[config.mk]
export PLATFORM = sky130hd
export DESIGN_NAME = alu_top
export DESIGN_NICKNAME = d
export VERILOG_FILES = /design/src/common/simd_pkg.sv /design/src/common/alu_pkg.sv /design/src/rtl/alu_top.sv /design/src/rtl/alu_result_stage.sv /design/src/rtl/scalar_alu.sv /design/src/simd/simd_lane_pack.sv /design/src/simd/simd_lane_adder.sv /design/src/simd/simd_lane_ctrl.sv
export SDC_FILE = /design/constraint.sdc
export NUM_CORES = 1
export LEC_CHECK = 0
export BUFFER_PORTS_ARGS = -buffer_cell sky130_fd_sc_hd__buf_2
export CORE_ASPECT_RATIO = 1.1
export CORE_MARGIN = 4
export CORE_UTILIZATION = 40
export CTS_BUF_LIST = sky130_fd_sc_hd__clkbuf_4 sky130_fd_sc_hd__clkbuf_8
export CTS_CLUSTER_DIAMETER = 40
export CTS_CLUSTER_SIZE = 16
export DETAILED_ROUTE_END_ITERATION = 10
export HOLD_SLACK_MARGIN = 0.06
export PLACE_DENSITY_LB_ADDON = 0.15
export SLEW_MARGIN = 5
export SYNTH_ARGS = -nofsm -noshare
export SYNTH_HDL_FRONTEND = slang
export SYNTH_SLANG_ARGS = --single-unit
[constraint.sdc]
create_clock -name clk_i -period 7.24 [get_ports clk_i]
set_input_delay 0.362 -clock clk_i [delete_from_list [all_inputs] [get_ports clk_i]]
set_output_delay 0.362 -clock clk_i [all_outputs]
set_load 0.01 [all_outputs]
[src/common/simd_pkg.sv]
package simd_pkg;

  // Byte lane layout of the packed SIMD adder
  localparam int NUM_LANES = 4;
  localparam int LANE_W    = 8;

  // Lane operand with one extension bit above the byte
  typedef logic [LANE_W:0] lane_ext_t;

  // ----------------------------------------------------------------------
  // Operand word, seen either as one word or as its byte lanes
  // ----------------------------------------------------------------------
  typedef union packed {
    logic [NUM_LANES*LANE_W-1:0]      word;
    logic [NUM_LANES-1:0][LANE_W-1:0] lanes;
  } simd_word_u;

endpackage

[src/common/alu_pkg.sv]
package alu_pkg;

  // Data word and shift amount widths
  localparam int XLEN    = 32;
  localparam int SHAMT_W = 5;

  // Operation codes, one per kept operation
  typedef enum logic [4:0] {
    // Scalar logic, N forms take inverted operand b
    ANDL, ORL, XORL,
    ANDN, ORN, XNOR,
    // Scalar arithmetic and shifts
    ADD, SUB,
    SLL, SRL, SRA,
    // Set-less-than and branch resolution
    SLTS, SLTU,
    EQ, NE, LTS, LTU, GES, GEU,
    // Packed SIMD, wrapping
    ADD8, SUB8, ADD16, SUB16,
    // Packed SIMD, halving
    RADD8, RSUB8, URADD8, URSUB8,
    RADD16, RSUB16, URADD16, URSUB16
  } alu_op_e;

  // Operation class decode, true for the SIMD adder group
  function automatic logic is_simd_op(alu_op_e op);
    logic simd;
    case (op)
      ADD8, SUB8, ADD16, SUB16,
      RADD8, RSUB8, URADD8, URSUB8,
      RADD16, RSUB16, URADD16, URSUB16: simd = 1'b1;
      default:                          simd = 1'b0;
    endcase
    return simd;
  endfunction

endpackage
[src/rtl/alu_top.sv]
`timescale 1ns/10ps

module alu_top
  import alu_pkg::*;
  import simd_pkg::*;
(
  input  logic            clk_i,
  input  logic            rst_i,
  input  logic            valid_i,
  input  alu_op_e         op_i,
  input  logic [XLEN-1:0] operand_a_i,
  input  logic [XLEN-1:0] operand_b_i,
  output logic            valid_o,
  output logic [XLEN-1:0] result_o,
  output logic            branch_res_o
);

  logic [XLEN-1:0] scalar_result;
  logic            cmp_taken;

  lane_ext_t lane_a [NUM_LANES];
  lane_ext_t lane_b [NUM_LANES];
  lane_ext_t lane_sum [NUM_LANES];
  logic [NUM_LANES-1:0] lane_carry;  // carry into each lane
  logic negate;
  logic vsize;
  logic halving;
  logic [XLEN-1:0] simd_result;

  scalar_alu u_scalar_alu (
    .op_i        (op_i),
    .operand_a_i (operand_a_i),
    .operand_b_i (operand_b_i),
    .result_o    (scalar_result),
    .taken_o     (cmp_taken)
  );

  // ----------------------------------------------------------------------
  // SIMD adder lanes
  // ----------------------------------------------------------------------
  simd_lane_ctrl u_simd_lane_ctrl (
    .op_i        (op_i),
    .operand_a_i (operand_a_i),
    .operand_b_i (operand_b_i),
    .lane_a_o    (lane_a),
    .lane_b_o    (lane_b),
    .negate_o    (negate),
    .vsize_o     (vsize),
    .halving_o   (halving)
  );

  // Lowest lane never takes a chained carry
  assign lane_carry[0] = 1'b0;

  for (genvar k = 0; k < NUM_LANES; k++) begin : gen_lane
    if (k < NUM_LANES - 1) begin : gen_chained
      simd_lane_adder #(
        .UPPER_HALF (k % 2 == 1)
      ) u_lane_adder (
        .lane_a_i (lane_a[k]),
        .lane_b_i (lane_b[k]),
        .negate_i (negate),
        .vsize_i  (vsize),
        .carry_i  (lane_carry[k]),
        .sum_o    (lane_sum[k]),
        .carry_o  (lane_carry[k+1])
      );
    end else begin : gen_top_lane
      // Carry out of the top lane leaves the word
      simd_lane_adder #(
        .UPPER_HALF (k % 2 == 1)
      ) u_lane_adder (
        .lane_a_i (lane_a[k]),
        .lane_b_i (lane_b[k]),
        .negate_i (negate),
        .vsize_i  (vsize),
        .carry_i  (lane_carry[k]),
        .sum_o    (lane_sum[k]),
        .carry_o  ()
      );
    end
  end

  simd_lane_pack u_simd_lane_pack (
    .sum_i     (lane_sum),
    .vsize_i   (vsize),
    .halving_i (halving),
    .result_o  (simd_result)
  );

  alu_result_stage u_result_stage (
    .clk_i        (clk_i),
    .rst_i        (rst_i),
    .valid_i      (valid_i),
    .op_i         (op_i),
    .scalar_i     (scalar_result),
    .simd_i       (simd_result),
    .taken_i      (cmp_taken),
    .valid_o      (valid_o),
    .result_o     (result_o),
    .branch_res_o (branch_res_o)
  );

endmodule

[src/rtl/alu_result_stage.sv]
`timescale 1ns/10ps

module alu_result_stage
  import alu_pkg::*;
(
  input  logic            clk_i,
  input  logic            rst_i,
  input  logic            valid_i,
  input  alu_op_e         op_i,
  input  logic [XLEN-1:0] scalar_i,
  input  logic [XLEN-1:0] simd_i,
  input  logic            taken_i,
  output logic            valid_o,
  output logic [XLEN-1:0] result_o,
  output logic            branch_res_o
);

  logic [XLEN-1:0] result_d;

  // Operation class picks the source unit
  assign result_d = is_simd_op(op_i) ? simd_i : scalar_i;

  // ----------------------------------------------------------------------
  // Output register
  // ----------------------------------------------------------------------
  always_ff @(posedge clk_i) begin
    if (rst_i) begin
      valid_o      <= 1'b0;
      result_o     <= '0;
      branch_res_o <= 1'b0;
    end else begin
      valid_o <= valid_i;
      // Hold last item across gaps
      if (valid_i) begin
        result_o     <= result_d;
        branch_res_o <= taken_i;
      end
    end
  end

  // ----------------------------------------------------------------------
  // Assertions
  // ----------------------------------------------------------------------

  // Output side is empty and cleared right after reset
  reset_clears_out_a: assert property (
    @(posedge clk_i) rst_i |=> (!valid_o && (result_o == '0))
  ) else $error("valid_o or result_o not cleared after reset");

  // One cycle of latency on the valid flag
  valid_latency_a: assert property (
    @(posedge clk_i) !rst_i |=> (valid_o == $past(valid_i))
  ) else $error("valid_o does not follow valid_i by one cycle");

  // URSUB16 is the last code in the encoding
  op_known_a: assert property (
    @(posedge clk_i) disable iff (rst_i)
    valid_i |-> (!$isunknown(op_i) && (op_i <= URSUB16))
  ) else $error("unknown operation code %0d with valid_i", op_i);

endmodule

[src/rtl/scalar_alu.sv]
`timescale 1ns/10ps

module scalar_alu
  import alu_pkg::*;
(
  input  alu_op_e         op_i,
  input  logic [XLEN-1:0] operand_a_i,
  input  logic [XLEN-1:0] operand_b_i,
  output logic [XLEN-1:0] result_o,
  output logic            taken_o
);

  logic            negate_b;
  logic [XLEN:0]   operand_b_neg;
  logic [XLEN:0]   adder_sum;
  logic [XLEN-1:0] adder_result;
  logic            adder_zero;
  logic            less;

  logic            shift_left;
  logic            shift_arith;
  logic [XLEN-1:0] operand_a_rev;
  logic [XLEN-1:0] shift_op_a;
  logic [XLEN:0]   shift_right_ext;
  logic [XLEN-1:0] shift_left_res;
  logic [XLEN-1:0] shift_result;

  // ----------------------------------------------------------------------
  // Adder, shared by add, subtract, equality and the N logic forms
  // ----------------------------------------------------------------------
  always_comb begin
    case (op_i)
      SUB, EQ, NE, ANDN, ORN, XNOR: negate_b = 1'b1;
      default:                      negate_b = 1'b0;
    endcase
  end

  // Low bit of one on a turns the inverted b into a two's complement
  assign operand_b_neg = {operand_b_i, 1'b0} ^ {(XLEN + 1){negate_b}};
  assign adder_sum     = {operand_a_i, 1'b1} + operand_b_neg;
  assign adder_result  = adder_sum[XLEN:1];
  assign adder_zero    = ~|adder_result;

  // Signed or unsigned compare on a 33-bit extension
  always_comb begin
    logic sgn;
    sgn  = (op_i == SLTS) || (op_i == LTS) || (op_i == GES);
    less = $signed({sgn & operand_a_i[XLEN-1], operand_a_i}) <
           $signed({sgn & operand_b_i[XLEN-1], operand_b_i});
  end

  // Branch resolution
  always_comb begin
    case (op_i)
      EQ:       taken_o = adder_zero;
      NE:       taken_o = ~adder_zero;
      LTS, LTU: taken_o = less;
      GES, GEU: taken_o = ~less;
      default:  taken_o = 1'b1;
    endcase
  end

  // ----------------------------------------------------------------------
  // Shifter, left shifts run through the right shifter bit reversed
  // ----------------------------------------------------------------------
  assign shift_left  = (op_i == SLL);
  assign shift_arith = (op_i == SRA);

  always_comb begin
    for (int i = 0; i < XLEN; i++) begin
      operand_a_rev[i]  = operand_a_i[XLEN-1-i];
      shift_left_res[i] = shift_right_ext[XLEN-1-i];
    end
  end

  assign shift_op_a      = shift_left ? operand_a_rev : operand_a_i;
  assign shift_right_ext = $unsigned($signed({shift_arith & shift_op_a[XLEN-1], shift_op_a})
                                     >>> operand_b_i[SHAMT_W-1:0]);
  assign shift_result    = shift_left ? shift_left_res : shift_right_ext[XLEN-1:0];

  // Result mux, SIMD codes leave zero here
  always_comb begin
    case (op_i)
      ANDL, ANDN:    result_o = operand_a_i & operand_b_neg[XLEN:1];
      ORL, ORN:      result_o = operand_a_i | operand_b_neg[XLEN:1];
      XORL, XNOR:    result_o = operand_a_i ^ operand_b_neg[XLEN:1];
      ADD, SUB:      result_o = adder_result;
      SLL, SRL, SRA: result_o = shift_result;
      SLTS, SLTU:    result_o = {{(XLEN - 1){1'b0}}, less};
      default:       result_o = '0;
    endcase
  end

endmodule

[src/simd/simd_lane_pack.sv]
`timescale 1ns/10ps

module simd_lane_pack
  import simd_pkg::*;
(
  input  lane_ext_t                   sum_i [NUM_LANES],
  input  logic                        vsize_i,
  input  logic                        halving_i,
  output logic [NUM_LANES*LANE_W-1:0] result_o
);

  simd_word_u packed_word;

  // ----------------------------------------------------------------------
  // Per half: lanes 2h (lower byte) and 2h+1 (upper byte)
  // ----------------------------------------------------------------------
  always_comb begin
    lane_ext_t lo;
    lane_ext_t hi;
    for (int h = 0; h < NUM_LANES / 2; h++) begin
      lo = sum_i[2*h];
      hi = sum_i[2*h+1];
      if (!halving_i) begin
        // Wrapping result
        packed_word.lanes[2*h]   = lo[LANE_W-1:0];
        packed_word.lanes[2*h+1] = hi[LANE_W-1:0];
      end else if (!vsize_i) begin
        // Each byte shifted down by one
        packed_word.lanes[2*h]   = lo[LANE_W:1];
        packed_word.lanes[2*h+1] = hi[LANE_W:1];
      end else begin
        // 17-bit half sum shifted down, hi bit 0 drops into the lower byte
        packed_word.lanes[2*h]   = {hi[0], lo[LANE_W-1:1]};
        packed_word.lanes[2*h+1] = hi[LANE_W:1];
      end
    end
  end

  assign result_o = packed_word.word;

endmodule

[src/simd/simd_lane_adder.sv]
`timescale 1ns/10ps

module simd_lane_adder
  import simd_pkg::*;
#(
  // Set on lanes holding the upper byte of a 16-bit half
  parameter bit UPPER_HALF = 1'b0
) (
  input  lane_ext_t lane_a_i,
  input  lane_ext_t lane_b_i,
  input  logic      negate_i,
  input  logic      vsize_i,
  input  logic      carry_i,
  output lane_ext_t sum_o,
  output logic      carry_o
);

  logic lane_cin;

  // Carry-in select
  if (UPPER_HALF) begin : gen_upper
    // Chained from the lower byte in 16-bit mode
    assign lane_cin = vsize_i ? carry_i : negate_i;
  end else begin : gen_lower
    assign lane_cin = negate_i;
  end

  assign sum_o   = lane_a_i + lane_b_i + lane_ext_t'(lane_cin);
  assign carry_o = sum_o[LANE_W];

endmodule

[src/simd/simd_lane_ctrl.sv]
`timescale 1ns/10ps

module simd_lane_ctrl
  import alu_pkg::*;
  import simd_pkg::*;
(
  input  alu_op_e         op_i,
  input  logic [XLEN-1:0] operand_a_i,
  input  logic [XLEN-1:0] operand_b_i,
  output lane_ext_t       lane_a_o [NUM_LANES],
  output lane_ext_t       lane_b_o [NUM_LANES],
  output logic            negate_o,
  output logic            vsize_o,
  output logic            halving_o
);

  simd_word_u word_a;
  simd_word_u word_b;
  logic       sext;

  assign word_a.word = operand_a_i;
  assign word_b.word = operand_b_i;

  // ----------------------------------------------------------------------
  // Operation decode
  // ----------------------------------------------------------------------
  always_comb begin
    vsize_o   = 1'b0;
    sext      = 1'b0;
    negate_o  = 1'b0;
    halving_o = 1'b0;
    case (op_i)
      ADD8:    ;
      SUB8:    negate_o = 1'b1;
      ADD16:   vsize_o = 1'b1;
      SUB16: begin
        vsize_o  = 1'b1;
        negate_o = 1'b1;
      end
      // Signed halving forms
      RADD8, RSUB8, RADD16, RSUB16: begin
        sext      = 1'b1;
        halving_o = 1'b1;
        negate_o  = (op_i == RSUB8) || (op_i == RSUB16);
        vsize_o   = (op_i == RADD16) || (op_i == RSUB16);
      end
      // Unsigned halving forms
      URADD8, URSUB8, URADD16, URSUB16: begin
        halving_o = 1'b1;
        negate_o  = (op_i == URSUB8) || (op_i == URSUB16);
        vsize_o   = (op_i == URADD16) || (op_i == URSUB16);
      end
      default: ;
    endcase
  end

  // Extended lane operands
  always_comb begin
    logic ext_a;
    logic ext_b;
    logic keep_ext;
    for (int k = 0; k < NUM_LANES; k++) begin
      ext_a = word_a.lanes[k][LANE_W-1] & sext;
      ext_b = word_b.lanes[k][LANE_W-1] & sext;
      // Lower byte of a 16-bit half must carry out cleanly at bit 8
      keep_ext = (k % 2 == 1) || !vsize_o;
      lane_a_o[k] = {ext_a & keep_ext, word_a.lanes[k]};
      lane_b_o[k] = {(ext_b ^ negate_o) & keep_ext,
                     word_b.lanes[k] ^ {LANE_W{negate_o}}};
    end
  end

  // Lane controls stay idle outside the SIMD class used by the result stage
  always_comb begin
    simd_ctrl_class_a: assert ((!vsize_o && !negate_o && !halving_o) || is_simd_op(op_i))
      else $error("SIMD lane control active for scalar operation %0d", op_i);
  end

endmodule

; Yosys cells after proc, flatten, opt, wreduce, memory -nomap -nowiden
; Memory sizes are Yosys's and may differ from the RTL's.
; Index checks and enable logic that the tools add are counted.
[word_totals]
reg_bits = 34
latchBits = 0
ramBits = 0
romBits = 32
out_inout_bits = 34
elab_cells = 112
n_memories = 1
[op_classes]
addsub = 9
n_mul = 0
div_mod_pow = 0
magnitude_cmp = 1
n_eq_ne = 29
shift = 1
mux = 16
n_bitwise = 28
reduce_logical = 24
[mem_list]
columns = name, words, width, rd, rd_ports_with_merged_regs, write_ports, line_no
row1 = (name not given), 32, 1, 1, 0, 0, alu_pkg.sv:28  ; case (op)
[ops]
columns = cell, count
row1 = 32-bit case mux with 6 select lines, 1
row2 = 32-bit two-way mux, 3
row3 = 5-bit == test (second input constant), 14
row4 = 5-bit by 4-bit == test with 1-bit output (second input constant), 8
row5 = 9-bit by 1-bit adder with 9-bit output, 4
row6 = 9-bit adder, 4
row7 = 33-bit adder, 1
row8 = 33-bit less-than comparator, 1
row9 = 33-bit by 5-bit >>> shifter with 32-bit output, 1
row10 = 33-bit bitwise XOR, 1
row11 = 32-bit bitwise AND, 1
row12 = 16-bit two-way mux, 2
row13 = 32-bit OR, 1
row14 = 32-bit OR reduction, 1
row15 = 32-bit bitwise XOR, 1
row16 = 8-bit bitwise XOR, 4
row17 = 5-bit by 3-bit == test with 1-bit output (second input constant), 4
row18 = 2-bit OR reduction, 9
row19 = 8-bit two-way mux, 2
row20 = 1-bit bitwise AND, 15
row21 = 5-bit by 2-bit == test with 1-bit output (second input constant), 2
row22 = 4-bit OR reduction, 2
row23 = 8-bit OR reduction, 1
row24 = 1-bit logical OR, 6
row25 = 10 further kinds, 19

; Logic depth before layout (Yosys ltp)
; Gate-level depths: netlist of run 1.
[logic_depth]
depth_word = 13
mapped_depth = 27

; Modules after synthesis
; Synthesis of run 1 repeated with hierarchy kept, for this count alone.
[hier_totals]
hier_cells = 1655
hier_area_um2 = 12727.2
[modules_own_cells]
columns = mod, instances, cells_per_inst, area_each_um2, seq_area_each_um2
row1 = scalar_alu, 1, 1130, 7684.9, 0.0
row2 = alu_result_stage, 1, 201, 2104.5, 680.7
row3 = simd_lane_ctrl, 1, 113, 933.4, 0.0
row4 = simd_lane_adder (gen_lane[0].gen_chained.u_lane_adder ...), 2, 42, 360.3, 0.0
row5 = simd_lane_pack, 1, 40, 535.5, 0.0
row6 = simd_lane_adder (gen_lane[1].gen_chained.u_lane_adder), 1, 43, 372.9, 0.0
row7 = simd_lane_adder (gen_lane[3].gen_top_lane.u_lane_adder), 1, 43, 371.6, 0.0
row8 = alu_top, 1, 1, 3.8, 0.0

; Worst setup path after synthesis of run 1
; Ideal clock, no wire load.
[synth_path]
kind = input to register
start = input port op_i[3]
end = register u_result_stage.result_o[31]
setup_ps = 91
arrival_time_ps = 5611
path_slack_ps = 1538
path_stages = 26
path_buffers = 2
path_cell_list = clkbuf_1 -> nor2_1 -> nor2_1 -> clkbuf_1 -> xnor2_1 -> ha_1 -> nor2b_1 -> o21ai_0 -> a21boi_0 -> o21ai_0 -> a21boi_0 -> o21ai_0 -> nor2b_1 -> o21ai_0 -> fa_1 -> fa_1 -> a21o_1 -> a21oi_1 -> o21bai_1 -> a21oi_1 -> o21bai_1 -> a21oi_1 -> xnor2_1 -> o21ai_0 -> a21oi_1 -> a311oi_1
[synth_between]
elab_chain_len = 12
word_cells_on_any_way = 76
cone_classes = 5 x add/sub / 25 x eq/ne / 1 x shift / 11 x mux / 15 x bitwise / 18 x reduce/logical / 1 x memory
[synth_lines]
columns = item, line_no
row1 = "start, declared", alu_top.sv:10  ; input alu_op_e op_i,
row2 = 5-bit == test (on tied branches), "simd_lane_ctrl.sv:32, simd_lane_ctrl.sv:44, simd_lane_ctrl.sv:45"
row3 = 4-bit OR reduction, simd_lane_ctrl.sv:32  ; case (op_i)
row4 = 1-bit two-way mux, simd_lane_ctrl.sv:32
row5 = 1-bit bitwise AND, simd_lane_ctrl.sv:64  ; ext_b = word_b.lanes[k][LANE_W-1] & sext;
row6 = 1-bit bitwise XOR, simd_lane_ctrl.sv:68  ; lane_b_o[k] = {(ext_b ^ negate_o) & keep_ext,
row7 = 1-bit bitwise AND, simd_lane_ctrl.sv:68
row8 = 9-bit adder, simd_lane_adder.sv:28  ; assign sum_o = lane_a_i + lane_b_i + lane_ext_t'(lane_cin);
row9 = 9-bit by 1-bit adder with 9-bit output, simd_lane_adder.sv:28
row10 = 1-bit two-way mux, simd_lane_adder.sv:23  ; assign lane_cin = vsize_i ? carry_i : negate_i;
row11 = 9-bit by 1-bit adder with 9-bit output, simd_lane_adder.sv:28
row12 = 16-bit two-way mux, simd_lane_pack.sv:23  ; if (!halving_i) begin
row13 = 32-bit two-way mux (*), alu_result_stage.sv:21  ; assign result_d = is_simd_op(op_i) ? simd_i : scalar_i;
row14 = "end signal, assigned", alu_result_stage.sv:35  ; result_o <= result_d;
row15 = "end, declared", alu_result_stage.sv:14  ; output logic [XLEN-1:0] result_o,
; Mark *: on every way between the ends. The rest lies on a longest branch, timed or not.
; A chain may end at the register's enable or synchronous reset.

; Worst setup path after layout of run 1
[layout_path]
start = input port op_i[2]
end = register u_result_stage.result_o[30]
; Same word-level chain as after synthesis.

==> impl_metrics.yaml, run 1 <==
outcome:
  status: "complete, no violations"
power:
  leakagePower_nw: 5.323
  p_per_area_nw_per_um2: 137.4
  ir_drop_uv: 71.65
floorplan:
  core_area_sq_um: 26960
  io_pins: 106
  initial_core_util_pct: 40.68
  dieHeight_microns: 181.7
  die_x_microns: 165.9
  rows: 63
  die_area_sq_um: 30130
route:
  wl_per_cell_microns: 24.94
  routed_wl_mm: 46.86
  vias: 11808
  drtPass1Iterations: 7
  vias_per_cell: 6.284
  drtIter0Drc: 1346
  route.antenna.remaining_nets: 0
  drc: 0
min_path:
  hp-class: "flop to flop"
  hold_depth: 2
  min_to: "u_result_stage.result_o[23]"
  min-delay-start: "u_result_stage.result_o[23]"
cts:
  cts-resized-gates: 0
  cts_hold_buf: 0
  path_clk_slew_ps: 80
  htree_levels: 2
  clock-root-buffer: "clkbuf_8"
  post_cts_buffers: 0
  cts.sinks: 34
  cts_made_buffers: 5
  clk_path_buf_depth: 2
  clk_latency_ps: 310
  tritoncts: "built"
global_route:
  grt_first_pass_wirelength_mm: 69.74
  antenna_found_initial: 2
  grt_max_degree: 68
  grt_pass1_vias: 11078
  grt_usage_pct: 29.93
  gr-total-overflow: 0
finish:
  post-route-util_pct: 44.02
  area_growth_pct: 8.227
  instances_no_fill: 1879
  fin_nets: 1723
  final_layout_size_suffix_gt1_share_pct: 14.52
  diodes: 0
placement:
  hpwl_mm: 38.03
  post-place-cells: 1871
  gp_congestion: 0.9952
  port_buffers: 105
  dpl_worst_slack_ps: 869.2
synth:
  synth_flop_cell: "dfxtp_1"
  syn_area_sq_um: 10970
  synth_edf_count: 0
  yosysWarnings: 0
  yosysSeqAreaShare_pct: 6.207
  synth.distinct_cells: 78
  async_reset_ff_share_pct: 0
  syn_area_per_cell_sq_um: 7.359
  syn_nets: 1692
  syn_inst: 1490
  ys_ff_latch: 34
worst_setup_path:
  crit_slowest_cell: "nor2_1"
  path_class: "input port to flop"
  required_ps: 7460
  startpoint_type: "input port"
  r2r_start: "u_result_stage.branch_res_o"
  crit_arrival_ps: 6550
  endpoint_kind: "flop"
  cp_max_fo: 22
  crit_buf_inv: 2
  cpMostUsedCell: "o21ai_0"
  path_delay_family: "compound AO/OA/AOI/OAI gates"
  max_stage_delay_ps: 640
  r2r_end: "u_result_stage.branch_res_o"
  rrSetupSlack_ps: 5540
  r2r_cells: 5
  critPathLaunch: "op_i[2]"
timing:
  worstMarginPinSlew_ps: 1228
  final.setup.worst_slack_ps: 916.6
  maxSlewViolCount: 0
  finalSetupViolCount: 0
  holdWs_ps: 479.4
  fin_crit_ps: 6323
  hold_viol_final: 0
  finalCritPeriodShare_pct: 87.34
  max_freq_mhz: 158.1
  fin_setup_tns_ps: 0
  maxSlewHeadroom_pct: 17.11
  rsz0062_at_grt: "no"
  skew_ps: 0
run:
  cap_violations: 0
[cell usage in the layout, fill, tap and decap left out, types with 7 or more instances in the layout]
cell type,n
nor2_1,117
inv_1,120
nand3_1,24
and2_1,14
a31oi_1,16
xor2_1,23
o21a_1,16
xnor2_1,89
o311ai_0,8
ha_1,124
mux2_2,20
nor2b_1,15
nor3_1,34
dfxtp_1,34
nor4_1,8
buf_4,23
a21oi_1,92
nand2b_1,19
a311oi_1,11
o21ai_0,118
mux2i_1,63
nand4_1,14
mux4_2,44
nand2_1,119
or3_1,9
a211oi_1,19
a22oi_1,7
buf_2,105
and3_1,13
a21o_1,38
a221oi_1,24
a2111oi_0,7
a21boi_0,10
o211ai_1,22
o2111ai_1,7
[power breakdown]
group	internal (mW)	total (mW)	switching (mW)
clock	0.138	0.232	0.0934
combinational	0.438	1.18	0.743
sequential	0.205	0.219	0.0138
[worst max-delay path by stage]
stage	to	slack, ps	cells after the start
floorplan	u_result_stage.result_o[31]	1540	26
global placement	u_result_stage.result_o[30]	880	25
detailed placement	u_result_stage.result_o[30]	870	25
CTS	u_result_stage.result_o[30]	1160	25
global route	u_result_stage.result_o[30]	670	25
finish	u_result_stage.result_o[30]	920	25
[registers in the layout (all words and copies together) (netlist names)]
name                         count
u_result_stage.branch_res_o      1
u_result_stage.result_o         32
u_result_stage.valid_o           1
[per-stage QoR]
step / total power [mW] / cell area, sq um
after global placement: 1.373 / 11730
after global routing: 1.742 / 11870
after CTS: 1.609 / 11870
final: 1.631 / 11870
after floorplan: 1.006 / 10970
after detailed placement: 1.376 / 11730
[cell usage after synthesis (all sizes together), types with 8 or more instances]
library cell	n	area, sq um
clkbuf	89	334.1
and3	13	81.33
mux2	20	225.2
a31oi	17	112.6
or3	9	56.30
nand4	14	87.58
nand2b	19	118.9
nor3	35	186.4
a221oi	25	225.2
a21oi	93	465.5
ha	124	1551
nor2b	16	100.1
nor4	9	56.30
a21boi	10	75.07
mux4	44	991.0
a311oi	11	96.34
xor2	23	201.4
buf	15	73.82
xnor2	89	779.5
nor2	118	442.9
a211oi	19	142.6
o311ai	8	70.07
a21o	38	285.3
nand3	24	120.1
nand2	120	452.9
dfxtp	34	680.7
o21ai	120	600.6
o21a	16	120.1
inv	121	454.2
mux2i	63	630.6
and2	15	93.84
o211ai	23	177.7
[cell type report]
| type | instances | area [sq um] |
|---|---|---|
| Fill cell | 2859 | 15090 |
| Multi-Input combinational cell | 1229 | 9443 |
| Timing Repair Buffer | 128 | 698.2 |
| Sequential cell | 34 | 680.7 |
| Inverter | 123 | 461.7 |
| Tap cell | 357 | 446.7 |
| Clock buffer | 5 | 68.82 |
| Clock inverter | 3 | 68.82 |
[metal layers]
| layer | GRT usage (%) | vias to the layer above | wire length (microns) |
|---|---|---|---|
| li1 | - | 5487 | - |
| met1 | 37.90 | 5674 | 18520 |
| met2 | 51.29 | 549 | 22180 |
| met3 | 4.942 | 96 | 4047 |
| met4 | 11.06 | 2 | 2103 |
| met5 | 0 | - | 13 |
[worst min-delay path, delay by kind of cell, from the launching register on]
| kind | cells | cell delay (ps) |
|---|---|---|
| simple gates | 1 | 80 |
| flops | 1 | 320 |
| compound gates | 1 | 40 |
[cells by family (layout without fill, tap and decap cells)]
family / count (synthesis) / count (layout) / synth area share [%]
mux: 127 / 127 / 16.84
compound gates: 444 / 444 / 26.64
xor+xnor: 112 / 112 / 8.946
fa+ha+maj: 130 / 130 / 15.24
simple gates: 416 / 416 / 18.19
buf+inv: 227 / 259 / 7.930
flops: 34 / 34 / 6.207
(Power assumes the default switching activity.)
==> inputs of run 2 (changes only) <==
--- a/config.mk
+++ b/config.mk
@@ -5,6 +5,7 @@
 export SDC_FILE = /design/constraint.sdc
 export NUM_CORES = 1
 export LEC_CHECK = 0
+export ABC_CLOCK_PERIOD_IN_PS = 6800
 export BUFFER_PORTS_ARGS = -buffer_cell sky130_fd_sc_hd__buf_2
 export CORE_ASPECT_RATIO = 1.1
 export CORE_MARGIN = 4
==> constraint.sdc (replaced) <==
create_clock -name clk_i -period 6.8 [get_ports clk_i]
set_input_delay 0.34 -clock clk_i [delete_from_list [all_inputs] [get_ports clk_i]]
set_output_delay 0.34 -clock clk_i [all_outputs]
set_load 0.01 [all_outputs]
==> impl_metrics.yaml, run 2 (synthesis gave the netlist of run 1 again) <==
outcome:
  status: "complete, no violations"
route:
  drc: 0
  wl_met3_mm: 4.220
  vias: 11811
  drtIter0Drc: 1322
  wl_met1_mm: 18.65
  drtPass1Iterations: 6
  route.antenna.remaining_nets: 0
  highest_layer: "met4"
  vias_per_cell: 6.269
  wl_met2_mm: 21.38
  routed_wl_mm: 47.38
  wl_per_cell_microns: 25.15
finish:
  regMostFlops: "u_result_stage.result_o"
  post-route-util_pct: 44.18
  fin_nets: 1727
  largest_register_ffs: 32
  instances_no_fill: 1884
  area_growth_pct: 8.603
  final_layout_size_suffix_gt1_share_pct: 14.81
  design_area_sq_um: 11910
  reg.largest.list: "u_result_stage.result_o: 32 flops, u_result_stage.branch_res_o: 1 flops, u_result_stage.valid_o: 1 flops"
  final_cell_mix: "ha_1, inv_1, nand2_1, o21ai_0, nor2_1"
  mostFrequentLayoutCell: "ha_1"
timing:
  finalSetupViolCount: 0
  hold_viol_final: 0
  maxSlewViolCount: 0
  holdWs_ps: 368.3
  fin_setup_tns_ps: 0
  finalCritPeriodShare_pct: 83.01
  rsz0062_at_grt: "no"
  maxSlewHeadroom_pct: 33.18
  worstMarginPinSlew_ps: 1002
  max_freq_mhz: 177.2
  fin_crit_ps: 5645
  skew_ps: 0
power:
  p_per_area_nw_per_um2: 146.6
  combPwrFrac_pct: 72.3
  seq_power_share_pct: 13.4
  ir_drop_uv: 78.07
  switching_share_pct: 51.54
  clkPwrFrac_pct: 14.3
  p_int_uw: 845.9
  leakagePower_nw: 5.346
  switching_power_uw: 899.6
worst_setup_path:
  endpoint_kind: "flop"
  required_ps: 7020
  path_class: "input port to flop"
  cp_max_fo: 22
  crit_arrival_ps: 5860
  startpoint_type: "input port"
cts:
  clk_latency_ps: 310
  cts-resized-gates: 0
  tritoncts: "built"
  cts.sinks: 34
  cts_made_buffers: 5
  htree_levels: 2
  cts_hold_buf: 0
  post_cts_buffers: 0
  clock-root-buffer: "clkbuf_8"
  path_clk_slew_ps: 100
  clk_path_buf_depth: 2
global_route:
  grt_usage_pct: 30.21
  grt_max_degree: 62
  gr-total-overflow: 0
  antenna_found_initial: 3
  grt_first_pass_wirelength_mm: 70.19
  grt_pass1_vias: 11273
run:
  cap_violations: 0
placement:
  hpwl_mm: 38.70
  port_buffers: 105
  gp_congestion: 1.040
  post-place-cells: 1875
  dpl-instance-area_sq_um: 11760
floorplan:
  core_area_sq_um: 26960
  die_x_microns: 165.9
  initial_core_util_pct: 40.68
  rows: 63
  die_area_sq_um: 30130
  dieHeight_microns: 181.7
  io_pins: 106
min_path:
  hp-class: "input port to flop"
-- run 2: cell count changes in the layout (fill, tap and decap cells not counted), sizes merged --
cell    before  now
buf        128  132
clkbuf       5    6
clkinv       3    2
diode        0    1
-- run 2: final timing paths --
| path | start | end | slack [ps] | depth (start not counted) |
|---|---|---|---|---|
| max | op_i[2] | u_result_stage.result_o[31] | 1160 | 25 |
| min | valid_i | u_result_stage.result_o[25] | 370 | 3 |
| max reg2reg | u_result_stage.branch_res_o | u_result_stage.branch_res_o | 5140 | 5 |
| min reg2reg | u_result_stage.result_o[19] | u_result_stage.result_o[19] | 480 | 2 |
-- run 2: stage by stage --
step | total power, mW | worst slack (ps)
after global placement | 1.467 | 1101
after global routing | 1.861 | 644.3
after CTS | 1.722 | 1274
after detailed placement | 1.472 | 969.9
after floorplan | 1.071 | 1120
final | 1.745 | 1155
-- run 2: area by class of cell --
type	instances	area (sq um)
sequential	34	680.7
timing repair buffer	132	728.2
inverter	123	461.7
tap	357	446.7
clock buffer	6	82.58
clock inverter	2	60.06
multi-input combinational	1229	9447
antenna	1	2.502
fill	2851	15050
-- run 2: critical path, stage by stage --
cell and delay (ps):
buf_2 360, nor2_1 270, nor2_4 420, buf_4 380, xnor2_1 170, ha_1 280
o21ai_0 120, a21boi_0 150, o21ai_0 210, a21boi_0 150, o21ai_0 220, nor2b_1 190
o21ai_0 110, fa_1 410, fa_1 420, a21o_1 180, a21oi_1 230, o21bai_1 90
a21oi_1 230, o21bai_1 100, a21oi_1 180, xnor2_1 90, o21ai_0 180, a21oi_1 100
a311oi_1 270
-- run 2: power by group through the flow --
stage               combinational (mW)  clock (mW)  sequential [mW]
global placement                  1.23           0            0.238
floorplan                        0.830           0            0.241
detailed placement                1.23           0            0.238
CTS                               1.24       0.250            0.233
finish                            1.26       0.249            0.234
global route                      1.37       0.260            0.236
-- run 2: routing by layer --
| metal | vias to the layer above | track usage, % |
|---|---|---|
| li1 | 5518 | - |
| met3 | 138 | 7.294 |
| met1 | 5574 | 37.12 |
| met2 | 581 | 49.28 |
| met4 | 0 | 15.48 |
| met5 | - | 0 |
==> inputs of run 3 (changes only) <==
--- a/config.mk
+++ b/config.mk
@@ -5,7 +5,7 @@
 export SDC_FILE = /design/constraint.sdc
 export NUM_CORES = 1
 export LEC_CHECK = 0
-export ABC_CLOCK_PERIOD_IN_PS = 6800
+export ABC_CLOCK_PERIOD_IN_PS = 5900
 export BUFFER_PORTS_ARGS = -buffer_cell sky130_fd_sc_hd__buf_2
 export CORE_ASPECT_RATIO = 1.1
 export CORE_MARGIN = 4
==> constraint.sdc (replaced) <==
create_clock -name clk_i -period 5.9 [get_ports clk_i]
set_input_delay 0.295 -clock clk_i [delete_from_list [all_inputs] [get_ports clk_i]]
set_output_delay 0.295 -clock clk_i [all_outputs]
set_load 0.01 [all_outputs]
==> impl_metrics.yaml, run 3 (synthesis gave the netlist of run 1 again) <==
outcome:
  status: "complete, no violations"
finish:
  register_area_sq_um: 680.7
  design_area_sq_um: 11990
  mostFrequentLayoutCell: "ha_1"
  regMostFlops: "u_result_stage.result_o"
  multi_input_area_sq_um: 9447
  area_growth_pct: 9.311
  final_layout_size_suffix_gt1_share_pct: 15.25
  reg.largest.list: "u_result_stage.result_o: 32 flops, u_result_stage.branch_res_o: 1 flops, u_result_stage.valid_o: 1 flops"
  post-route-util_pct: 44.46
  num-fill-cells: 2830
  largest_register_ffs: 32
  final_cell_mix: "ha_1, inv_1, nand2_1, o21ai_0, nor2_1"
  diodes: 0
  fin_nets: 1735
min_path:
  hp-class: "flop to flop"
floorplan:
  rows: 63
  die_area_sq_um: 30130
  die_x_microns: 165.9
  initial_core_util_pct: 40.68
  core_area_sq_um: 26960
  io_pins: 106
  dieHeight_microns: 181.7
cts:
  clock-root-buffer: "clkbuf_8"
  clk_path_buf_depth: 2
  path_clk_slew_ps: 100
  htree_levels: 2
  cts_hold_buf: 0
  tritoncts: "built"
  cts.sinks: 34
  cts-resized-gates: 0
  clk_latency_ps: 330
  cts_made_buffers: 5
  post_cts_buffers: 0
worst_setup_path:
  required_ps: 6180
  path_class: "input port to flop"
  crit_arrival_ps: 5660
  cp_max_fo: 32
  startpoint_type: "input port"
  endpoint_kind: "flop"
global_route:
  grt_usage_pct: 30.96
  grt_max_degree: 41
  grt_pass1_vias: 11430
  grt_first_pass_wirelength_mm: 71.94
  antenna_found_initial: 2
  gr-total-overflow: 0
route:
  vias: 11912
  routed_wl_mm: 48.18
  wl_per_cell_microns: 25.48
  drc: 0
  route.antenna.remaining_nets: 0
  drtPass1Iterations: 8
  vias_per_cell: 6.299
  drtIter0Drc: 1317
timing:
  rsz0062_at_grt: "no"
  hold_viol_final: 0
  max_freq_mhz: 186.1
  skew_ps: 0
  maxSlewViolCount: 0
  finalCritPeriodShare_pct: 91.10
  finalSetupViolCount: 0
  fin_crit_ps: 5375
  maxSlewHeadroom_pct: 32.58
  worstMarginPinSlew_ps: 998.7
  holdWs_ps: 480.5
  fin_setup_tns_ps: 0
power:
  ir_drop_uv: 116.8
  p_per_area_nw_per_um2: 168.6
  finalPower_mw: 2.021
  leakagePower_nw: 5.387
run:
  cap_violations: 0
placement:
  dpl-instance-area_sq_um: 11850
  port_buffers: 105
  gp_congestion: 0.9894
  hpwl_mm: 39.16
run 3: cell count changes in the layout (fill, tap and decap cells not counted), sizes merged:
| cell | delta |
|---|---|
| buf | +8 |
| diode | -1 |
| clkinv | +1 |
| clkbuf | -1 |
run 3: final timing paths:
kind / start / endpoint / slack [ps] / depth (start not counted)
worst max register to register: u_result_stage.branch_res_o / u_result_stage.branch_res_o / 4200 / 5
worst min-delay path: u_result_stage.result_o[19] / u_result_stage.result_o[19] / 480 / 2
worst min register to register: u_result_stage.result_o[19] / u_result_stage.result_o[19] / 480 / 2
worst max-delay path: op_i[3] / u_result_stage.branch_res_o / 530 / 18
run 3: critical path, cell delays in order:
cell and delay, ps:
buf_2 290, and3b_1 370, o21ai_0 190, a21oi_4 190, buf_12 250, xnor2_1 230, inv_1 80, ha_1 480
nand4_1 300, nor4_1 490, o2111ai_1 280, nand4_1 250, and2_1 210, o311ai_0 270, a2111oi_0 580, nand3_1 200
or4b_1 530, nand3_1 90
run 3: cell type report:
type / instances / share of cell area (%)
multi-input combinational: 1229 / 78.81
timing repair buffer: 140 / 6.785
sequential: 34 / 5.678
inverter: 123 / 3.852
tap: 357 / 3.727
clock buffer: 5 / 0.5741
clock inverter: 3 / 0.5741
run 3: layer usage:
metal  vias to the layer above  routed length, microns  global-route usage (%)  part of all wire [%]
met5                         -                      13                       0                 0.027
met3                       131                    3847                   5.334                   8.0
met4                         2                    2793                   13.33                   5.8
met2                       575                   22280                   52.27                    46
met1                      5681                   19240                   38.93                    40
li1                       5523                       -                       -                     -
run 3: stage by stage:
step / setup WS (ps) / instances
after floorplan: 264.8 / 1490
after global placement: 355.3 / 1883
after detailed placement: 357.3 / 1883
after CTS: 646.9 / 1891
after global routing: 53.06 / 1891
final: 525.4 / 1891
run 3: power breakdown:
part / internal [mW] / switching (mW) / total (mW)
Clock: 0.170 / 0.117 / 0.287
Sequential: 0.252 / 0.0203 / 0.272
Combinational: 0.552 / 0.911 / 1.46
